## src/common/csma_timing_pkg.sv

```systemverilog
// CSMA timing definitions
package csma_timing_pkg;

    typedef logic [11:0] usec_t;     // ifs and wait times in us
    typedef logic [14:0] nav_t;      // nav in us
    typedef logic [12:0] backoff_t;  // backoff countdown in us
    typedef logic [9:0]  slot_cnt_t;
    typedef logic [3:0]  cw_exp_t;

    localparam usec_t       LONGEST_ACK_TIME = 12'd44;
    localparam cw_exp_t     CW_EXP_MAX       = 4'd10;   // cw of 1023 slots
    localparam logic [31:0] LFSR_RESET_VALUE = 32'h1020f0cb;

    typedef enum logic [2:0] {
        bo_idle,
        bo_ch_busy,
        bo_wait_new,      // ifs only
        bo_wait_retrans,  // ifs, then slot backoff
        bo_run,
        bo_suspend,
        bo_wait_for_own
    } backoff_state_e;

    typedef enum logic [1:0] {
        nav_idle,
        nav_wait_duration,
        nav_check_ra,
        nav_update
    } nav_state_e;

endpackage

```

## src/common/mac_frame_pkg.sv

```systemverilog
// 802.11 frame field definitions
package mac_frame_pkg;

    typedef logic [47:0] mac_addr_t;
    typedef logic [15:0] duration_t;
    typedef logic [1:0]  fc_type_t;
    typedef logic [3:0]  fc_subtype_t;

    // duration field with this bit set holds an aid or reserved value
    localparam int DUR_NO_NAV_BIT = 15;

    localparam fc_type_t    FC_TYPE_CTRL      = 2'b01;
    localparam fc_subtype_t FC_SUBTYPE_PSPOLL = 4'b1010;

endpackage

```

## src/common/rx_frame_if.sv

```systemverilog
// Receiver frame event bundle
interface rx_frame_if;

    logic                      header_valid_strobe;  // restarts nav decoding
    logic                      header_valid;
    logic                      fc_valid;             // qualifies fc fields and duration
    mac_frame_pkg::fc_type_t    fc_type;
    mac_frame_pkg::fc_subtype_t fc_subtype;
    mac_frame_pkg::duration_t   duration;
    logic                      addr1_valid;
    mac_frame_pkg::mac_addr_t   addr1;
    logic                      fcs_strobe;
    logic                      fcs_valid;

    modport sink (
        input header_valid_strobe,
        input header_valid,
        input fc_valid,
        input fc_type,
        input fc_subtype,
        input duration,
        input addr1_valid,
        input addr1,
        input fcs_strobe,
        input fcs_valid
    );

endinterface

```

## src/rtl/nav/nav_tracker.sv

```systemverilog
// NAV virtual carrier sense
module nav_tracker (
    input  logic                     clk,
    input  logic                     rstn,
    input  logic                     tsf_pulse_1M,
    rx_frame_if.sink                 frame,
    input  mac_frame_pkg::mac_addr_t self_mac_addr,
    input  logic                     nav_enable,
    input  logic                     ch_idle,
    output logic                     medium_idle
);

    csma_timing_pkg::nav_state_e state;
    csma_timing_pkg::nav_t       nav;
    csma_timing_pkg::nav_t       nav_new;  // duration captured from the frame
    logic                        nav_set;
    logic                        is_pspoll;
    logic                        dur_ok;

    // ps-poll carries an aid in the duration field, not a nav value
    assign is_pspoll = (frame.fc_type == mac_frame_pkg::FC_TYPE_CTRL) &&
                       (frame.fc_subtype == mac_frame_pkg::FC_SUBTYPE_PSPOLL);
    assign dur_ok = frame.fc_valid && !frame.duration[mac_frame_pkg::DUR_NO_NAV_BIT] &&
                    !is_pspoll;

    assign medium_idle = ch_idle && (!nav_enable || nav == '0);

    always_ff @(posedge clk) begin
        if (state == csma_timing_pkg::nav_wait_duration && dur_ok) begin
            nav_new <= frame.duration[14:0];
        end
    end

    always_ff @(posedge clk) begin
        if (!rstn) begin
            state   <= csma_timing_pkg::nav_idle;
            nav     <= '0;
            nav_set <= 1'b0;
        end else begin
            // nav only grows on update, else counts down per us
            if (nav_set) begin
                nav <= (nav_new > nav) ? nav_new : nav;
            end else if (tsf_pulse_1M && nav != '0) begin
                nav <= nav - 1'b1;
            end

            nav_set <= 1'b0;
            if (frame.header_valid_strobe) begin
                // also recovers from a receiver that never strobes fcs
                state <= frame.header_valid ? csma_timing_pkg::nav_wait_duration
                                            : csma_timing_pkg::nav_idle;
            end else begin
                case (state)
                    csma_timing_pkg::nav_wait_duration: begin
                        if (dur_ok) begin
                            state <= csma_timing_pkg::nav_check_ra;
                        end
                    end
                    csma_timing_pkg::nav_check_ra: begin
                        // frames for us never set the nav
                        if (frame.addr1_valid && frame.addr1 != self_mac_addr) begin
                            state <= csma_timing_pkg::nav_update;
                        end
                    end
                    csma_timing_pkg::nav_update: begin
                        if (frame.fcs_strobe && frame.fcs_valid) begin
                            nav_set <= 1'b1;
                            state   <= csma_timing_pkg::nav_idle;
                        end
                    end
                    default: ;  // idle until next header
                endcase
            end
        end
    end

endmodule

```

## src/rtl/backoff/slot_draw.sv

```systemverilog
// Random backoff slot draw
module slot_draw (
    input  logic                       clk,
    input  logic                       rstn,
    input  logic                       take_new,
    input  csma_timing_pkg::cw_exp_t   cw_exp,
    input  logic [1:0]                 random_seed,
    output csma_timing_pkg::slot_cnt_t num_slot
);

    logic [31:0]                lfsr;
    csma_timing_pkg::cw_exp_t   exp_cap;
    csma_timing_pkg::slot_cnt_t mask;
    csma_timing_pkg::slot_cnt_t seed_mix;

    always_ff @(posedge clk) begin
        if (!rstn) begin
            lfsr <= csma_timing_pkg::LFSR_RESET_VALUE;
        end else if (take_new) begin
            lfsr <= {lfsr[30:0], ~^{lfsr[31], lfsr[21], lfsr[1:0]}};  // taps 32,22,2,1
        end
    end

    assign exp_cap = (cw_exp > csma_timing_pkg::CW_EXP_MAX) ? csma_timing_pkg::CW_EXP_MAX
                                                           : cw_exp;
    assign mask = csma_timing_pkg::slot_cnt_t'((11'd1 << exp_cap) - 11'd1);

    // seed perturbs the two low bits, bit 1 only when it is in the window
    assign seed_mix = {8'd0, random_seed[0] & (exp_cap >= 4'd2), random_seed[1]};

    assign num_slot = (lfsr[9:0] ^ seed_mix) & mask;  // exp 0 gives 0

endmodule

```

## src/rtl/backoff/backoff_fsm.sv

```systemverilog
// Interframe wait and random backoff
module backoff_fsm (
    input  logic                       clk,
    input  logic                       rstn,
    input  logic                       tsf_pulse_1M,
    input  logic                       medium_idle,
    input  logic                       fcs_strobe,
    input  logic                       fcs_valid,
    input  logic                       difs_enable,
    input  logic                       eifs_enable,
    input  csma_timing_pkg::usec_t     slot_time,
    input  csma_timing_pkg::usec_t     sifs_time,
    input  csma_timing_pkg::usec_t     difs_advance,
    input  csma_timing_pkg::usec_t     backoff_advance,
    input  csma_timing_pkg::cw_exp_t   cw_exp_used,
    input  csma_timing_pkg::slot_cnt_t num_slot,
    input  logic                       high_trigger,
    input  logic                       retrans_trigger,
    input  logic                       quit_retrans,
    input  logic                       tx_bb_is_ongoing,
    input  logic                       ack_tx_flag,
    output logic                       take_new,
    output logic                       backoff_done,
    output csma_timing_pkg::slot_cnt_t num_slot_random_log_dl,
    output csma_timing_pkg::cw_exp_t   cw_exp_log_dl
);

    csma_timing_pkg::backoff_state_e state;
    csma_timing_pkg::usec_t          difs_time;
    csma_timing_pkg::usec_t          eifs_time;
    csma_timing_pkg::usec_t          ifs_time;
    csma_timing_pkg::usec_t          ifs_wait;
    csma_timing_pkg::usec_t          resume_wait;
    csma_timing_pkg::usec_t          wait_timer;
    csma_timing_pkg::backoff_t       backoff_timer;
    csma_timing_pkg::backoff_t       backoff_load;
    csma_timing_pkg::slot_cnt_t      slot_log;
    csma_timing_pkg::slot_cnt_t      slot_log_dl1;
    csma_timing_pkg::cw_exp_t        cw_log;
    csma_timing_pkg::cw_exp_t        cw_log_dl1;
    logic                            last_fcs_valid;
    logic                            new_req;

    assign difs_time = difs_enable ? sifs_time + (slot_time << 1) : '0;
    assign eifs_time = eifs_enable ? sifs_time + difs_time + csma_timing_pkg::LONGEST_ACK_TIME
                                   : '0;
    assign ifs_time  = last_fcs_valid ? difs_time : eifs_time;  // eifs after a bad fcs
    assign ifs_wait  = (ifs_time == '0) ? '0 : ifs_time - difs_advance;

    // quit during backoff never waits longer than what is left
    assign resume_wait = (backoff_timer > csma_timing_pkg::backoff_t'(ifs_time)) ? ifs_wait
                       : csma_timing_pkg::usec_t'(backoff_timer);

    assign backoff_load = (num_slot == '0) ? '0
        : csma_timing_pkg::backoff_t'(num_slot) * csma_timing_pkg::backoff_t'(slot_time)
          - csma_timing_pkg::backoff_t'(backoff_advance);

    assign new_req      = high_trigger || quit_retrans;
    assign backoff_done = (state == csma_timing_pkg::bo_wait_for_own);

    always_ff @(posedge clk) begin
        if (!rstn) begin
            state                  <= csma_timing_pkg::bo_idle;
            wait_timer             <= '0;
            backoff_timer          <= '0;
            last_fcs_valid         <= 1'b0;
            take_new               <= 1'b0;
            slot_log               <= '0;
            slot_log_dl1           <= '0;
            num_slot_random_log_dl <= '0;
            cw_log                 <= '0;
            cw_log_dl1             <= '0;
            cw_exp_log_dl          <= '0;
        end else begin
            if (fcs_strobe) begin
                last_fcs_valid <= fcs_valid;
            end
            // next draw is ready before the wait reaches 0
            take_new <= (state == csma_timing_pkg::bo_wait_retrans) && tsf_pulse_1M &&
                        (wait_timer == 12'd2);

            slot_log_dl1           <= slot_log;  // two stage delay, holds through a quit
            num_slot_random_log_dl <= slot_log_dl1;
            cw_log_dl1             <= cw_log;
            cw_exp_log_dl          <= cw_log_dl1;

            if (state == csma_timing_pkg::bo_wait_new ||
                state == csma_timing_pkg::bo_wait_retrans) begin
                if (tsf_pulse_1M && wait_timer != '0) begin
                    wait_timer <= wait_timer - 1'b1;
                end
            end

            case (state)
                csma_timing_pkg::bo_idle: begin
                    backoff_timer <= '0;
                    if (new_req) begin
                        slot_log <= '0;
                        cw_log   <= '0;
                    end
                    if (!medium_idle) begin
                        if (new_req || retrans_trigger) begin
                            state      <= csma_timing_pkg::bo_ch_busy;
                            wait_timer <= '0;
                        end
                    end else if (new_req) begin
                        state      <= csma_timing_pkg::bo_wait_new;
                        wait_timer <= ifs_wait;
                    end else if (retrans_trigger) begin
                        state      <= csma_timing_pkg::bo_wait_retrans;
                        wait_timer <= ifs_wait;
                    end
                end
                csma_timing_pkg::bo_ch_busy: begin
                    backoff_timer <= '0;
                    wait_timer    <= medium_idle ? ifs_wait : '0;
                    if (medium_idle) begin
                        state <= csma_timing_pkg::bo_wait_retrans;  // busy medium forces backoff
                    end
                end
                csma_timing_pkg::bo_wait_new: begin
                    slot_log <= '0;
                    cw_log   <= '0;
                    if (!medium_idle) begin
                        state <= csma_timing_pkg::bo_ch_busy;
                    end else if (wait_timer == '0) begin
                        state <= csma_timing_pkg::bo_wait_for_own;
                    end
                end
                csma_timing_pkg::bo_wait_retrans: begin
                    if (!medium_idle) begin
                        state         <= csma_timing_pkg::bo_ch_busy;
                        backoff_timer <= '0;
                    end else if (quit_retrans) begin
                        state <= csma_timing_pkg::bo_wait_new;
                    end else if (wait_timer == '0) begin
                        state         <= csma_timing_pkg::bo_run;
                        backoff_timer <= backoff_load;
                        slot_log      <= num_slot;
                        cw_log        <= cw_exp_used;
                    end
                end
                csma_timing_pkg::bo_run: begin
                    if (!medium_idle) begin
                        state <= (backoff_timer == '0) ? csma_timing_pkg::bo_ch_busy
                                                       : csma_timing_pkg::bo_suspend;
                    end else begin
                        if (tsf_pulse_1M && backoff_timer != '0) begin
                            backoff_timer <= backoff_timer - 1'b1;
                        end
                        if (quit_retrans) begin
                            state      <= csma_timing_pkg::bo_wait_new;
                            wait_timer <= resume_wait;
                        end else if (backoff_timer == '0) begin
                            state <= csma_timing_pkg::bo_wait_for_own;
                        end
                    end
                end
                csma_timing_pkg::bo_suspend: begin
                    if (medium_idle) begin
                        state <= quit_retrans ? csma_timing_pkg::bo_wait_new
                                              : csma_timing_pkg::bo_run;
                        if (quit_retrans) begin
                            wait_timer <= resume_wait;
                        end
                    end else if (quit_retrans) begin
                        state    <= csma_timing_pkg::bo_ch_busy;
                        slot_log <= '0;
                        cw_log   <= '0;
                    end
                end
                csma_timing_pkg::bo_wait_for_own: begin
                    if (tx_bb_is_ongoing) begin
                        // an ack we send must be followed by a fresh ifs
                        state <= ack_tx_flag ? csma_timing_pkg::bo_ch_busy
                                             : csma_timing_pkg::bo_idle;
                    end
                end
                default: state <= csma_timing_pkg::bo_idle;
            endcase
        end
    end

endmodule

```

## src/rtl/csma_ca.sv

```systemverilog
// CSMA/CA access controller top
module csma_ca (
    input  logic                       clk,
    input  logic                       rstn,
    input  logic                       tsf_pulse_1M,
    input  logic                       pkt_header_valid,
    input  logic                       pkt_header_valid_strobe,
    input  logic                       fc_di_valid,
    input  mac_frame_pkg::fc_type_t    fc_type,
    input  mac_frame_pkg::fc_subtype_t fc_subtype,
    input  mac_frame_pkg::duration_t   duration,
    input  logic                       addr1_valid,
    input  mac_frame_pkg::mac_addr_t   addr1,
    input  mac_frame_pkg::mac_addr_t   self_mac_addr,
    input  logic                       fcs_in_strobe,
    input  logic                       fcs_valid,
    input  logic                       nav_enable,
    input  logic                       ch_idle,
    input  logic                       difs_enable,
    input  logic                       eifs_enable,
    input  csma_timing_pkg::cw_exp_t   cw_exp_used,
    input  csma_timing_pkg::usec_t     slot_time,
    input  csma_timing_pkg::usec_t     sifs_time,
    input  csma_timing_pkg::usec_t     difs_advance,
    input  csma_timing_pkg::usec_t     backoff_advance,
    input  logic [1:0]                 random_seed,
    input  logic                       high_trigger,
    input  logic                       retrans_trigger,
    input  logic                       quit_retrans,
    input  logic                       tx_bb_is_ongoing,
    input  logic                       ack_tx_flag,
    output logic                       backoff_done,
    output csma_timing_pkg::slot_cnt_t num_slot_random_log_dl,
    output csma_timing_pkg::cw_exp_t   cw_exp_log_dl
);

    rx_frame_if frame_if ();

    logic                       medium_idle;  // channel idle and nav expired
    logic                       take_new;
    csma_timing_pkg::slot_cnt_t num_slot;

    assign frame_if.header_valid_strobe = pkt_header_valid_strobe;
    assign frame_if.header_valid        = pkt_header_valid;
    assign frame_if.fc_valid            = fc_di_valid;
    assign frame_if.fc_type             = fc_type;
    assign frame_if.fc_subtype          = fc_subtype;
    assign frame_if.duration            = duration;
    assign frame_if.addr1_valid         = addr1_valid;
    assign frame_if.addr1               = addr1;
    assign frame_if.fcs_strobe          = fcs_in_strobe;
    assign frame_if.fcs_valid           = fcs_valid;

    nav_tracker nav_tracker_i (
        .clk           (clk),
        .rstn          (rstn),
        .tsf_pulse_1M  (tsf_pulse_1M),
        .frame         (frame_if),
        .self_mac_addr (self_mac_addr),
        .nav_enable    (nav_enable),
        .ch_idle       (ch_idle),
        .medium_idle   (medium_idle)
    );

    slot_draw slot_draw_i (
        .clk         (clk),
        .rstn        (rstn),
        .take_new    (take_new),
        .cw_exp      (cw_exp_used),
        .random_seed (random_seed),
        .num_slot    (num_slot)
    );

    backoff_fsm backoff_fsm_i (
        .clk                    (clk),
        .rstn                   (rstn),
        .tsf_pulse_1M           (tsf_pulse_1M),
        .medium_idle            (medium_idle),
        .fcs_strobe             (frame_if.fcs_strobe),
        .fcs_valid              (frame_if.fcs_valid),
        .difs_enable            (difs_enable),
        .eifs_enable            (eifs_enable),
        .slot_time              (slot_time),
        .sifs_time              (sifs_time),
        .difs_advance           (difs_advance),
        .backoff_advance        (backoff_advance),
        .cw_exp_used            (cw_exp_used),
        .num_slot               (num_slot),
        .high_trigger           (high_trigger),
        .retrans_trigger        (retrans_trigger),
        .quit_retrans           (quit_retrans),
        .tx_bb_is_ongoing       (tx_bb_is_ongoing),
        .ack_tx_flag            (ack_tx_flag),
        .take_new               (take_new),
        .backoff_done           (backoff_done),
        .num_slot_random_log_dl (num_slot_random_log_dl),
        .cw_exp_log_dl          (cw_exp_log_dl)
    );

endmodule

```

## config.mk

```make
export PLATFORM = sky130hd
export DESIGN_NAME = csma_ca
export DESIGN_NICKNAME = d
export VERILOG_FILES = /design/src/common/csma_timing_pkg.sv /design/src/common/mac_frame_pkg.sv /design/src/common/rx_frame_if.sv /design/src/rtl/nav/nav_tracker.sv /design/src/rtl/backoff/slot_draw.sv /design/src/rtl/backoff/backoff_fsm.sv /design/src/rtl/csma_ca.sv
export SDC_FILE = /design/constraint.sdc
export NUM_CORES = 1
export LEC_CHECK = 0
export BUFFER_PORTS_ARGS = -buffer_cell sky130_fd_sc_hd__buf_4
export CORE_MARGIN = 1.5
export CORE_UTILIZATION = 39
export CTS_CLUSTER_DIAMETER = 50
export CTS_CLUSTER_SIZE = 40
export DETAILED_ROUTE_END_ITERATION = 7
export GPL_ROUTABILITY_DRIVEN = 0
export PLACE_DENSITY_LB_ADDON = 0.12
export SYNTH_ARGS = -nofsm -noshare
export SYNTH_HDL_FRONTEND = slang
export SYNTH_SLANG_ARGS = --single-unit
```

## constraint.sdc

```tcl
create_clock -name clk -period 9.6 [get_ports clk]
set_input_delay 1.92 -clock clk [delete_from_list [all_inputs] [get_ports clk]]
set_output_delay 1.92 -clock clk [all_outputs]
set_load 0.005 [all_outputs]
```

[Yosys cells after proc, flatten, opt, wreduce, memory -nomap -nowiden]
Cells that the tools add are included.
Word-level totals
  bits in registers: 137
  output and inout bits: 15
  word-level logic and storage cells: 179
Cells by class
  add/subtract/negate cells: 9
  $mul: 1
  magnitude comparators: 4
  equality and inequality tests: 35
  shift-type cells: 1
  mux-type cells: 67
  bitwise gates (word level): 5
  reduce and logical (&&, ||, !) cells: 41
Operators by type and width (count)
  12-bit 2-to-1 mux: 14
  13-bit 2-to-1 mux: 6
  10-bit 2-to-1 mux: 6
  3-bit 2-to-1 mux: 18
  48-bit inequality test: 1
  15-bit 2-to-1 mux: 3
  10-bit one-hot mux with 4 select lines: 1
  13-bit one-hot mux with 3 select lines: 1
  12-bit one-hot mux with 3 select lines: 1
  4-bit 2-to-1 mux: 7
  12-bit adder: 2
  12-bit logical NOT: 2
  3-bit one-hot mux with 7 select lines: 1
  4-bit one-hot mux with 4 select lines: 1
  15-bit > comparator: 1
  15-bit logical NOT: 1
  15-bit nonzero test: 1
  15-bit by 1-bit subtractor with 15-bit output, second input constant: 1
  13-bit by 12-bit > comparator with 1-bit output: 1
  13-bit logical NOT: 1
  10-bit by 12-bit multiplier with 13-bit output: 1
  13-bit nonzero test: 1
  13-bit by 1-bit subtractor with 13-bit output, second input constant: 1
  13-bit by 12-bit subtractor with 13-bit output: 1
  other kinds (44): 89

[Longest topological paths before layout]
Gate-level depths: netlist of the first run.
  word-level depth: 13
  depth in mapped cells: 26
  depth with buffers taken out: 25

[Hierarchy]
Synthesis of the first run repeated with hierarchy kept, for this count alone.
Unflattened totals
  cell total of the unflattened synthesis: 1461
  area, all modules: 12226.7 um2
Modules (own cells, without submodules)
  backoff_fsm: times used 1, cells each 1035, area an instance 8261.7 um2
  nav_tracker: times used 1, cells each 291, area an instance 2580.0 um2
  slot_draw: times used 1, cells each 135, area an instance 1385.1 um2

[Worst setup path before layout of the first run]
Ideal clock, no wire load.
  path type: input port to flip-flop
  start: input cw_exp_used[2]
  end: register backoff_fsm_i.backoff_timer[12]
  data arrival time: 7.352 ns
  required time: 9.475 ns
  setup slack: 2.124 ns
  stages on the path: 26
  path buffers: 2
  cells stage by stage: clkbuf_1 -> nor2_1 -> nand3_1 -> ha_1 -> nor3_1 -> a21oi_1 -> o31ai_1 -> and2_1 -> clkbuf_1 -> nand2_1 -> fa_1 -> fa_1 -> inv_1 -> fa_1 -> fa_1 -> inv_1 -> fa_1 -> inv_1 -> ha_1 -> inv_1 -> o21bai_1 -> o41a_1 -> a31oi_1 -> xor2_1 -> a221oi_1 -> nor3_1
On the way
  word-level cells in the longest chain between the ends: 13
  elaborated cells between the ends (all ways): 16
  those cells by class: 2 x add/sub; 1 x mul; 2 x order compare; 1 x shift; 6 x mux; 3 x bitwise; 1 x reduce/logical
Ends and longest elaborated chain
  from (decl): line csma_ca.sv:21  | input csma_timing_pkg::cw_exp_t cw_exp_used,
  4-bit > comparator: line slot_draw.sv:24  | assign exp_cap = (cw_exp > csma_timing_pkg::CW_EXP_MAX) ? csma_timing_pkg::CW_EXP_MAX
  4-bit 2-to-1 mux (*): line slot_draw.sv:24
  parallel branches: the longest is 3 deep, another holds 10-bit by 1-bit subtractor with 10-bit output
  10-bit bitwise AND (*): line slot_draw.sv:31  | assign num_slot = (lfsr[9:0] ^ seed_mix) & mask;
  10-bit by 12-bit multiplier with 13-bit output: line backoff_fsm.sv:55  | : csma_timing_pkg::backoff_t'(num_slot) * csma_timing_pkg::backoff_t'(slot_time)
  13-bit by 12-bit subtractor with 13-bit output: line backoff_fsm.sv:56  | - csma_timing_pkg::backoff_t'(backoff_advance);
  13-bit 2-to-1 mux (*): line backoff_fsm.sv:54  | assign backoff_load = (num_slot == '0) ? '0
  13-bit 2-to-1 mux (*): line backoff_fsm.sv:136  | end else if (wait_timer == '0) begin
  13-bit 2-to-1 mux (*): line backoff_fsm.sv:134  | end else if (quit_retrans) begin
  13-bit 2-to-1 mux (*): line backoff_fsm.sv:131  | if (!medium_idle) begin
  13-bit one-hot mux with 3 select lines (*): line backoff_fsm.sv:94  | case (state)
  to (signal assigned): line backoff_fsm.sv:138  | backoff_timer <= backoff_load;
  to (signal assigned): line backoff_fsm.sv:149  | backoff_timer <= backoff_timer - 1'b1;
  to (decl): line backoff_fsm.sv:35  | csma_timing_pkg::backoff_t backoff_timer;
Mark *: on every way between the ends. The select of a mux whose other input is x is not followed.
A chain may end at the register's enable or synchronous reset.

[Final worst setup path of the first run]
  start: input slot_time[0]
  end: register backoff_fsm_i.wait_timer[3]
On the way
  word-level cells in the longest chain between the ends: 12
  elaborated cells between the ends (all ways): 18
  those cells by class: 4 x add/sub; 1 x order compare; 12 x mux; 1 x reduce/logical
Ends and longest elaborated chain
  from (decl): line csma_ca.sv:22  | input csma_timing_pkg::usec_t slot_time,
  12-bit adder (*): line backoff_fsm.sv:44  | assign difs_time = difs_enable ? sifs_time + (slot_time << 1) : '0;
  12-bit 2-to-1 mux (*): line backoff_fsm.sv:44
  12-bit adder: line backoff_fsm.sv:45  | assign eifs_time = eifs_enable ? sifs_time + difs_time + csma_timing_pkg::LONGEST_ACK_TIME
  12-bit by 6-bit adder with 12-bit output: line backoff_fsm.sv:45
  12-bit 2-to-1 mux: line backoff_fsm.sv:45
  12-bit 2-to-1 mux (*): line backoff_fsm.sv:47  | assign ifs_time = last_fcs_valid ? difs_time : eifs_time;
  12-bit subtractor or 12-bit logical NOT (tied branches): line backoff_fsm.sv:48  | assign ifs_wait = (ifs_time == '0) ? '0 : ifs_time - difs_advance;
  12-bit 2-to-1 mux: line backoff_fsm.sv:48
  12-bit 2-to-1 mux, on equally long branches: line backoff_fsm.sv:51, backoff_fsm.sv:109
  12-bit 2-to-1 mux, on equally long branches: line backoff_fsm.sv:151, backoff_fsm.sv:163, backoff_fsm.sv:106
  12-bit 2-to-1 mux, on equally long branches: line backoff_fsm.sv:144, backoff_fsm.sv:101
  12-bit one-hot mux with 3 select lines (*): line backoff_fsm.sv:94
  to (signal assigned): line backoff_fsm.sv:90  | wait_timer <= wait_timer - 1'b1;
  to (signal assigned): line backoff_fsm.sv:153  | wait_timer <= resume_wait;
  to (signal assigned): line backoff_fsm.sv:164  | wait_timer <= resume_wait;
  to (decl): line backoff_fsm.sv:34  | csma_timing_pkg::usec_t wait_timer;
Every way passes the cells marked *; elsewhere a longest branch is shown, timed or not.

==> qor.yml, run 1 <==
logic_synthesis:
  async_flop_share_pct: 0
  syn_area_per_cell_sq_um: 8.18
  synth.most_common_cell: "inv_1"
  netlist_area_sq_um: 12000
  synth_common_cells: "inv_1 (186), nand2_1 (151), dfxtp_1 (122)"
  syn_inst: 1472
  synthTopCellsByArea: "dfxtp_1 (20%), ha_1 (11%), fa_1 (10%), xnor2_1 (6.5%), inv_1 (5.8%)"
  synth_warnings: 0
  synth_flop_cell: "dfxtp_1"
  synth.distinct_cells: 79
  yosysSeqAreaShare_pct: 24.0
  synth_fp_nets: 1828
  synth_edf_count: 15
  synth_top_area_share_pct: 20.3
  synth_seq_cells: 137
  synth_area_leader_cell: "dfxtp_1"
drt:
  vias: 10800
  wl_per_cell_um: 16.7
  drc_errors: 0
  drtIter0Drc: 705
  dr_wl_met3_um: 1940
  drtAntennaViolNets: 0
  wl_met1_um: 15100
  met2_length_um: 16100
  drt-pass1-iter-count: 5
  wl_um: 34200
  highest_layer: "met4"
  via_per_inst: 5.26
clock_network:
  cts_made_buffers: 17
  htreeDepth: 4
  cts_post_setup_buffers_inserted: 0
  ctsHoldBuffers: 0
  cts_num_sinks: 137
  cts_resized: 0
  clockRootBuffer: "clkbuf_16"
  clock_path_buffers: 2
  path_clk_slew_ns: 0.06
  clk_latency_ns: 0.43
  tritoncts: "done"
cells_and_area:
  drive_gt1_share_pct: 16.6
  fillers: 3036
  final_net_count: 1998
  antenna_cells: 0
  final_util_pct: 47.6
  syn2layout_area_growth_pct: 20.6
die:
  die_width_um: 179
  start_util_pct: 39.5
  core-area_sq_um: 30500
  die_area_sq_um: 32000
  rows: 64
  io_pins: 205
  dieHeight_um: 179
sta:
  fin_crit_sh_pct: 81.1
  fmax_mhz: 129
  worstMarginPinSlew_ns: 1.14
  grt_setup_unrepaired: "false"
  setup_viol: 0
  fin_crit_ns: 7.78
  setup_ws_ns: 1.82
  setup_tns_ns: 0
  finalHoldViolCount: 0
  maxSlewHeadroom_pct: 24.0
  skew_ns: 0.00975
  whs_ns: 0.429
  final-max-slew-violation-count: 0
worst_setup_path:
  critPathMaxStageDelay_ns: 0.65
  crit_path_top_delay_cell: "o22ai_1"
  cp.buffers_inverters: 2
  path_class: "in -> reg"
  path_depth: 25
  cp_common_cell: "ha_1"
  start_kind: "primary input"
  critPathRequiredTime_ns: 9.92
  worstPathMaxFanout: 12
  cp-end-kind: "register"
  cp_top_family: "compound AO/OA/AOI/OAI gates"
  r2r_cells: 20
  critPathArrivalTime_ns: 8.10
global_route:
  grt_pass1_wl_um: 54700
  grt_pass1_vias: 10700
  antenna_found_initial: 0
  grt_usage_pct: 22.0
  grt_max_degree: 69
  overflow: 0
place:
  dp_worst_setup_slack_ns: 1.44
  dpl.hpwl_um: 27100
  port_buffers: 204
status:
  outcome: "finished clean"
flow_run:
  drv_cap: 0
pwr:
  power_mw: 2.61
  p_per_area_nw_per_um2: 179
  leakage_nw: 6.45
  peakVddDrop_uv: 132
hold_path:
  hold_path.class: "reg -> reg"
  whs_path_depth: 1
[per-layer routing]
metal,GRT usage [%],vias to the layer above
met2,37.5,344
met5,0,-
met3,3.75,43
li1,-,5342
met1,27.8,5054
met4,8.40,0
[worst register-to-register path, stage by stage (launching register included)]
cell and delay (ns):
dfxtp_1 0.38, o21a_1 0.51, nand2_1 0.16, fa_1 0.52
inv_1 0.04, ha_1 0.28, ha_1 0.28, inv_1 0.05
fa_1 0.52, inv_1 0.05, fa_1 0.47, ha_1 0.34
a21o_1 0.18, a21oi_1 0.23, nor2b_1 0.08, o21a_1 0.18
o41a_1 0.34, a31oi_1 0.21, xor2_1 0.10, a221oi_1 0.25
nor3_1 0.08
[report_power, final]
part	internal [mW]	switching [mW]
Combinational	0.532	0.712
Sequential	0.619	0.0494
Clock	0.434	0.260
[registers in the layout, summed over array words and instances (netlist names)]
register                              flops
backoff_fsm_i.num_slot_random_log_dl     10
backoff_fsm_i.cw_log_dl1                  4
backoff_fsm_i.last_fcs_valid              1
nav_tracker_i.nav_new                    15
backoff_fsm_i.backoff_timer              13
nav_tracker_i.nav_set                     1
nav_tracker_i.state                       2
nav_tracker_i.nav                        15
backoff_fsm_i.slot_log_dl1               10
backoff_fsm_i.cw_log                      4
backoff_fsm_i.wait_timer                 12
slot_draw_i.lfsr                         32
backoff_fsm_i.cw_exp_log_dl               4
backoff_fsm_i.take_new                    1
backoff_fsm_i.slot_log                   10
backoff_fsm_i.state                       3
[cell type report]
type | instances | area, sq um | share of cell area (%)
well taps | 396 | 495 | 3.41
clock buffers | 20 | 468 | 3.22
multi-input cells | 1089 | 8230 | 56.7
inverters | 187 | 702 | 4.83
flip-flops and latches | 137 | 2890 | 19.9
repair buffers | 210 | 1580 | 10.9
clock inverters | 12 | 160 | 1.10
[metrics by stage]
stage	cells	area, sq um
finish	2051	14500
detailed placement	2019	13900
floorplan	1472	12000
global route	2051	14500
CTS	2051	14500
global placement	2019	13900
[cell usage in the layout (no fill, tap or decap), drive strengths merged, types with 23 or more instances in the layout]
cell,synthesis,routed
buf,11,210
inv,186,190
nand2,151,151
dfxtp,122,122
nor2,108,108
ha,105,105
xnor2,90,90
a21oi,74,74
and2,69,69
fa,61,61
o21ai,59,59
nor3,38,38
mux2i,33,33
o21a,28,28
o22ai,25,25
xor2,23,23
[cells by family (layout without fill, tap and decap cells)]
family                   after synthesis  after routing  synth area share, %
flip-flops                           137            137                 24.0
AND/OR/NAND/NOR                      469            469                 18.8
buffers and inverters                246            429                 7.73
adder cells (fa/ha/maj)              166            166                 21.0
AO/OA/AOI/OAI                        302            302                 16.6
XOR/XNOR                             116            116                 8.78
multiplexers                          36             36                 3.02
[path summary, 6_finish.rpt]
kind | end | start | slack (ns)
hold / removal | backoff_fsm_i.num_slot_random_log_dl[6] | backoff_fsm_i.slot_log_dl1[6] | 0.43
setup reg to reg | backoff_fsm_i.backoff_timer[12] | slot_draw_i.lfsr[3] | 4.18
hold reg to reg | backoff_fsm_i.num_slot_random_log_dl[6] | backoff_fsm_i.slot_log_dl1[6] | 0.43
setup / recovery | backoff_fsm_i.wait_timer[3] | slot_time[0] | 1.82
(Power assumes the default switching activity.)
==> inputs of run 2 (changes only) <==
Clock period 9.6 ns to 7 ns, I/O delays scaled along.
==> qor.yml, run 2 (same netlist as run 1, synthesis figures left out) <==
drt:
  vias: 10900  # +1.3%
  wl_um: 34500  # +0.76%
  wl_per_cell_um: 16.5  # -0.98%
  drc_errors: 0  # unchanged
  drtAntennaViolNets: 0  # unchanged
  drtIter0Drc: 642  # -8.9%
  via_per_inst: 5.23  # -0.47%
  drt-pass1-iter-count: 6  # +1
hold_path:
  whs_path_depth: 1  # unchanged
  hp-start: "backoff_fsm_i.slot_log_dl1[6]"
  hold_path.class: "reg -> reg"
  hold_path_end: "backoff_fsm_i.num_slot_random_log_dl[6]"
worst_setup_path:
  cp_top_family: "adder cells"
  critPathRequiredTime_ns: 7.27  # -2.65 ns
  r2r_cells: 19  # -5.0%
  critPathMaxStageDelay_ns: 0.54  # -0.11 ns
  cp-end-kind: "register"
  critPathArrivalTime_ns: 6.87  # -1.23 ns
  r2r_slack_ns: 1.56  # -2.62 ns
  rr_startpoint: "slot_draw_i.lfsr[8]"
  path_class: "in -> reg"
  crit_start: "cw_exp_used[2]"
  cp.buffers_inverters: 6  # +4
  crit_path_top_delay_cell: "fa_1"
  cp_common_cell: "fa_1"
  start_kind: "primary input"
  reg2reg_to: "backoff_fsm_i.backoff_timer[12]"
  worstPathMaxFanout: 7  # -5
sta:
  fin_crit_sh_pct: 94.3
  setup_viol: 0  # unchanged
  maxSlewHeadroom_pct: 27.0  # +3.1 points
  final-max-slew-violation-count: 0  # unchanged
  grt_setup_unrepaired: "false"
  fmax_mhz: 151
  skew_ns: 0.0117  # +0.00193 ns
  worstMarginPinSlew_ns: 1.08  # -0.0564 ns
  finalHoldViolCount: 0  # unchanged
  fin_crit_ns: 6.60
cells_and_area:
  seq_area_sq_um: 2890  # unchanged
  syn2layout_area_growth_pct: 22.8
  final_common_cell: "buf_4"
  final_cell_mix: "buf_4 (246), inv_1 (186), nand2_1 (151), dfxtp_1 (121), nor2_1 (108)"
  largest_register: "slot_draw_i.lfsr"
  top_regs: "slot_draw_i.lfsr x32, nav_tracker_i.nav x15, nav_tracker_i.nav_new x15"
  antenna_cells: 0  # unchanged
  drive_gt1_share_pct: 18.6  # +2.0 points
  final_util_pct: 48.5  # +0.89 points
  multiInputGateArea_sq_um: 8240  # +0.11%
  final_net_count: 2034  # +1.8%
  instances_no_fill: 2087  # +1.8%
  fillers: 3014  # -0.72%
  largest_reg_flops: 32  # unchanged
clock_network:
  clockRootBuffer: "clkbuf_16"
  htreeDepth: 4  # unchanged
  cts_num_sinks: 137  # unchanged
  ctsHoldBuffers: 0  # unchanged
  tritoncts: "done"
  cts_made_buffers: 17  # unchanged
  clock_path_buffers: 2  # unchanged
  path_clk_slew_ns: 0.07  # about the same
  clk_latency_ns: 0.42  # about the same
place:
  dpl.hpwl_um: 27500  # +1.5%
  dpl.cell_count: 2055  # +1.8%
  port_buffers: 204  # unchanged
global_route:
  antenna_found_initial: 0  # unchanged
  grt_pass1_vias: 10800  # +0.73%
  grt_pass1_wl_um: 54600  # -0.23%
  grt_max_degree: 69  # unchanged
  grt_use_met3_pct: 2.63  # -1.1 points
  grt_usage_pct: 22.1  # about the same
  use_met1_pct: 28.1  # +0.32 points
  grt.busiest_layer: "met2"
  grtUsageMet2_pct: 38.5  # +1.0 points
  overflow: 0  # unchanged
pwr:
  leakage_nw: 6.62  # +2.7%
  peakVddDrop_uv: 177  # +34%
  p_per_area_nw_per_um2: 243  # +36%
  power_mw: 3.60  # +38%
die:
  rows: 64  # unchanged
  start_util_pct: 39.5  # unchanged
  die_width_um: 179  # unchanged
  die_area_sq_um: 32000  # unchanged
  io_pins: 205  # unchanged
  dieHeight_um: 179  # unchanged
  core-area_sq_um: 30500  # unchanged
flow_run:
  drv_cap: 0  # unchanged
status:
  outcome: "finished clean"
## run 2: cell types whose count changed in the layout (fill, tap and decap cells not counted), moves of 2 or more
| cell | before | now |
|---|---|---|
| clkinv_2 | 2 | 0 |
| bufinv_16 | 3 | 0 |
| buf_4 | 210 | 246 |
| and2_1 | 68 | 66 |
| clkinv_8 | 0 | 6 |
| inv_8 | 0 | 5 |
| inv_6 | 3 | 1 |
## run 2: timing repair
action | in CTS | in global routing
gates resized for setup | 0 | 4
endpoints found under the setup margin | 0 | 2
setup buffers | 0 | 0
## run 2: final cells by class
cell class / instances / area share [%]
Clock inverter: 15 / 1.33
Sequential cell: 137 / 19.6
Timing Repair Buffer: 246 / 12.5
Clock buffer: 17 / 2.87
Inverter: 187 / 4.74
Multi-Input combinational cell: 1089 / 55.7
Tap cell: 396 / 3.35
## run 2: how the worst max path moves through the flow
stage | end | slack, ns | depth (start not counted)
2_1_floorplan | backoff_fsm_i.backoff_timer[12] | 0.04 | 26
3_3_place_gp | backoff_fsm_i.backoff_timer[12] | -0.1 | 23
3_5_place_dp | backoff_fsm_i.backoff_timer[12] | -0.26 | 23
4_1_cts | backoff_fsm_i.backoff_timer[12] | 0.17 | 23
5_1_grt | backoff_fsm_i.backoff_timer[12] | 0.06 | 26
6_report | backoff_fsm_i.backoff_timer[12] | 0.40 | 25
## run 2: metrics by stage
step                cell area [sq um]  hold WS (ns)  setup slack (ns)  TNS (ns)
detailed placement              14200         0.420            -0.255    -0.481
CTS                             14800         0.437             0.166         0
global route                    14800         0.450            0.0611         0
floorplan                       12000         0.405            0.0437         0
global placement                14200         0.418           -0.0955    -0.121
finish                          14800         0.433             0.398         0
## run 2: layer usage
| layer | routed length [um] | vias to the layer above |
|---|---|---|
| met4 | 902 | 0 |
| met5 | 0 | - |
| met1 | 15500 | 5127 |
| li1 | - | 5435 |
| met2 | 16500 | 328 |
| met3 | 1620 | 31 |
## run 2: power by group
group	leakage, nW	internal, mW	switching (mW)
sequential	1.12	0.848	0.0680
clock	0.301	0.489	0.415
combinational	5.20	0.791	0.989
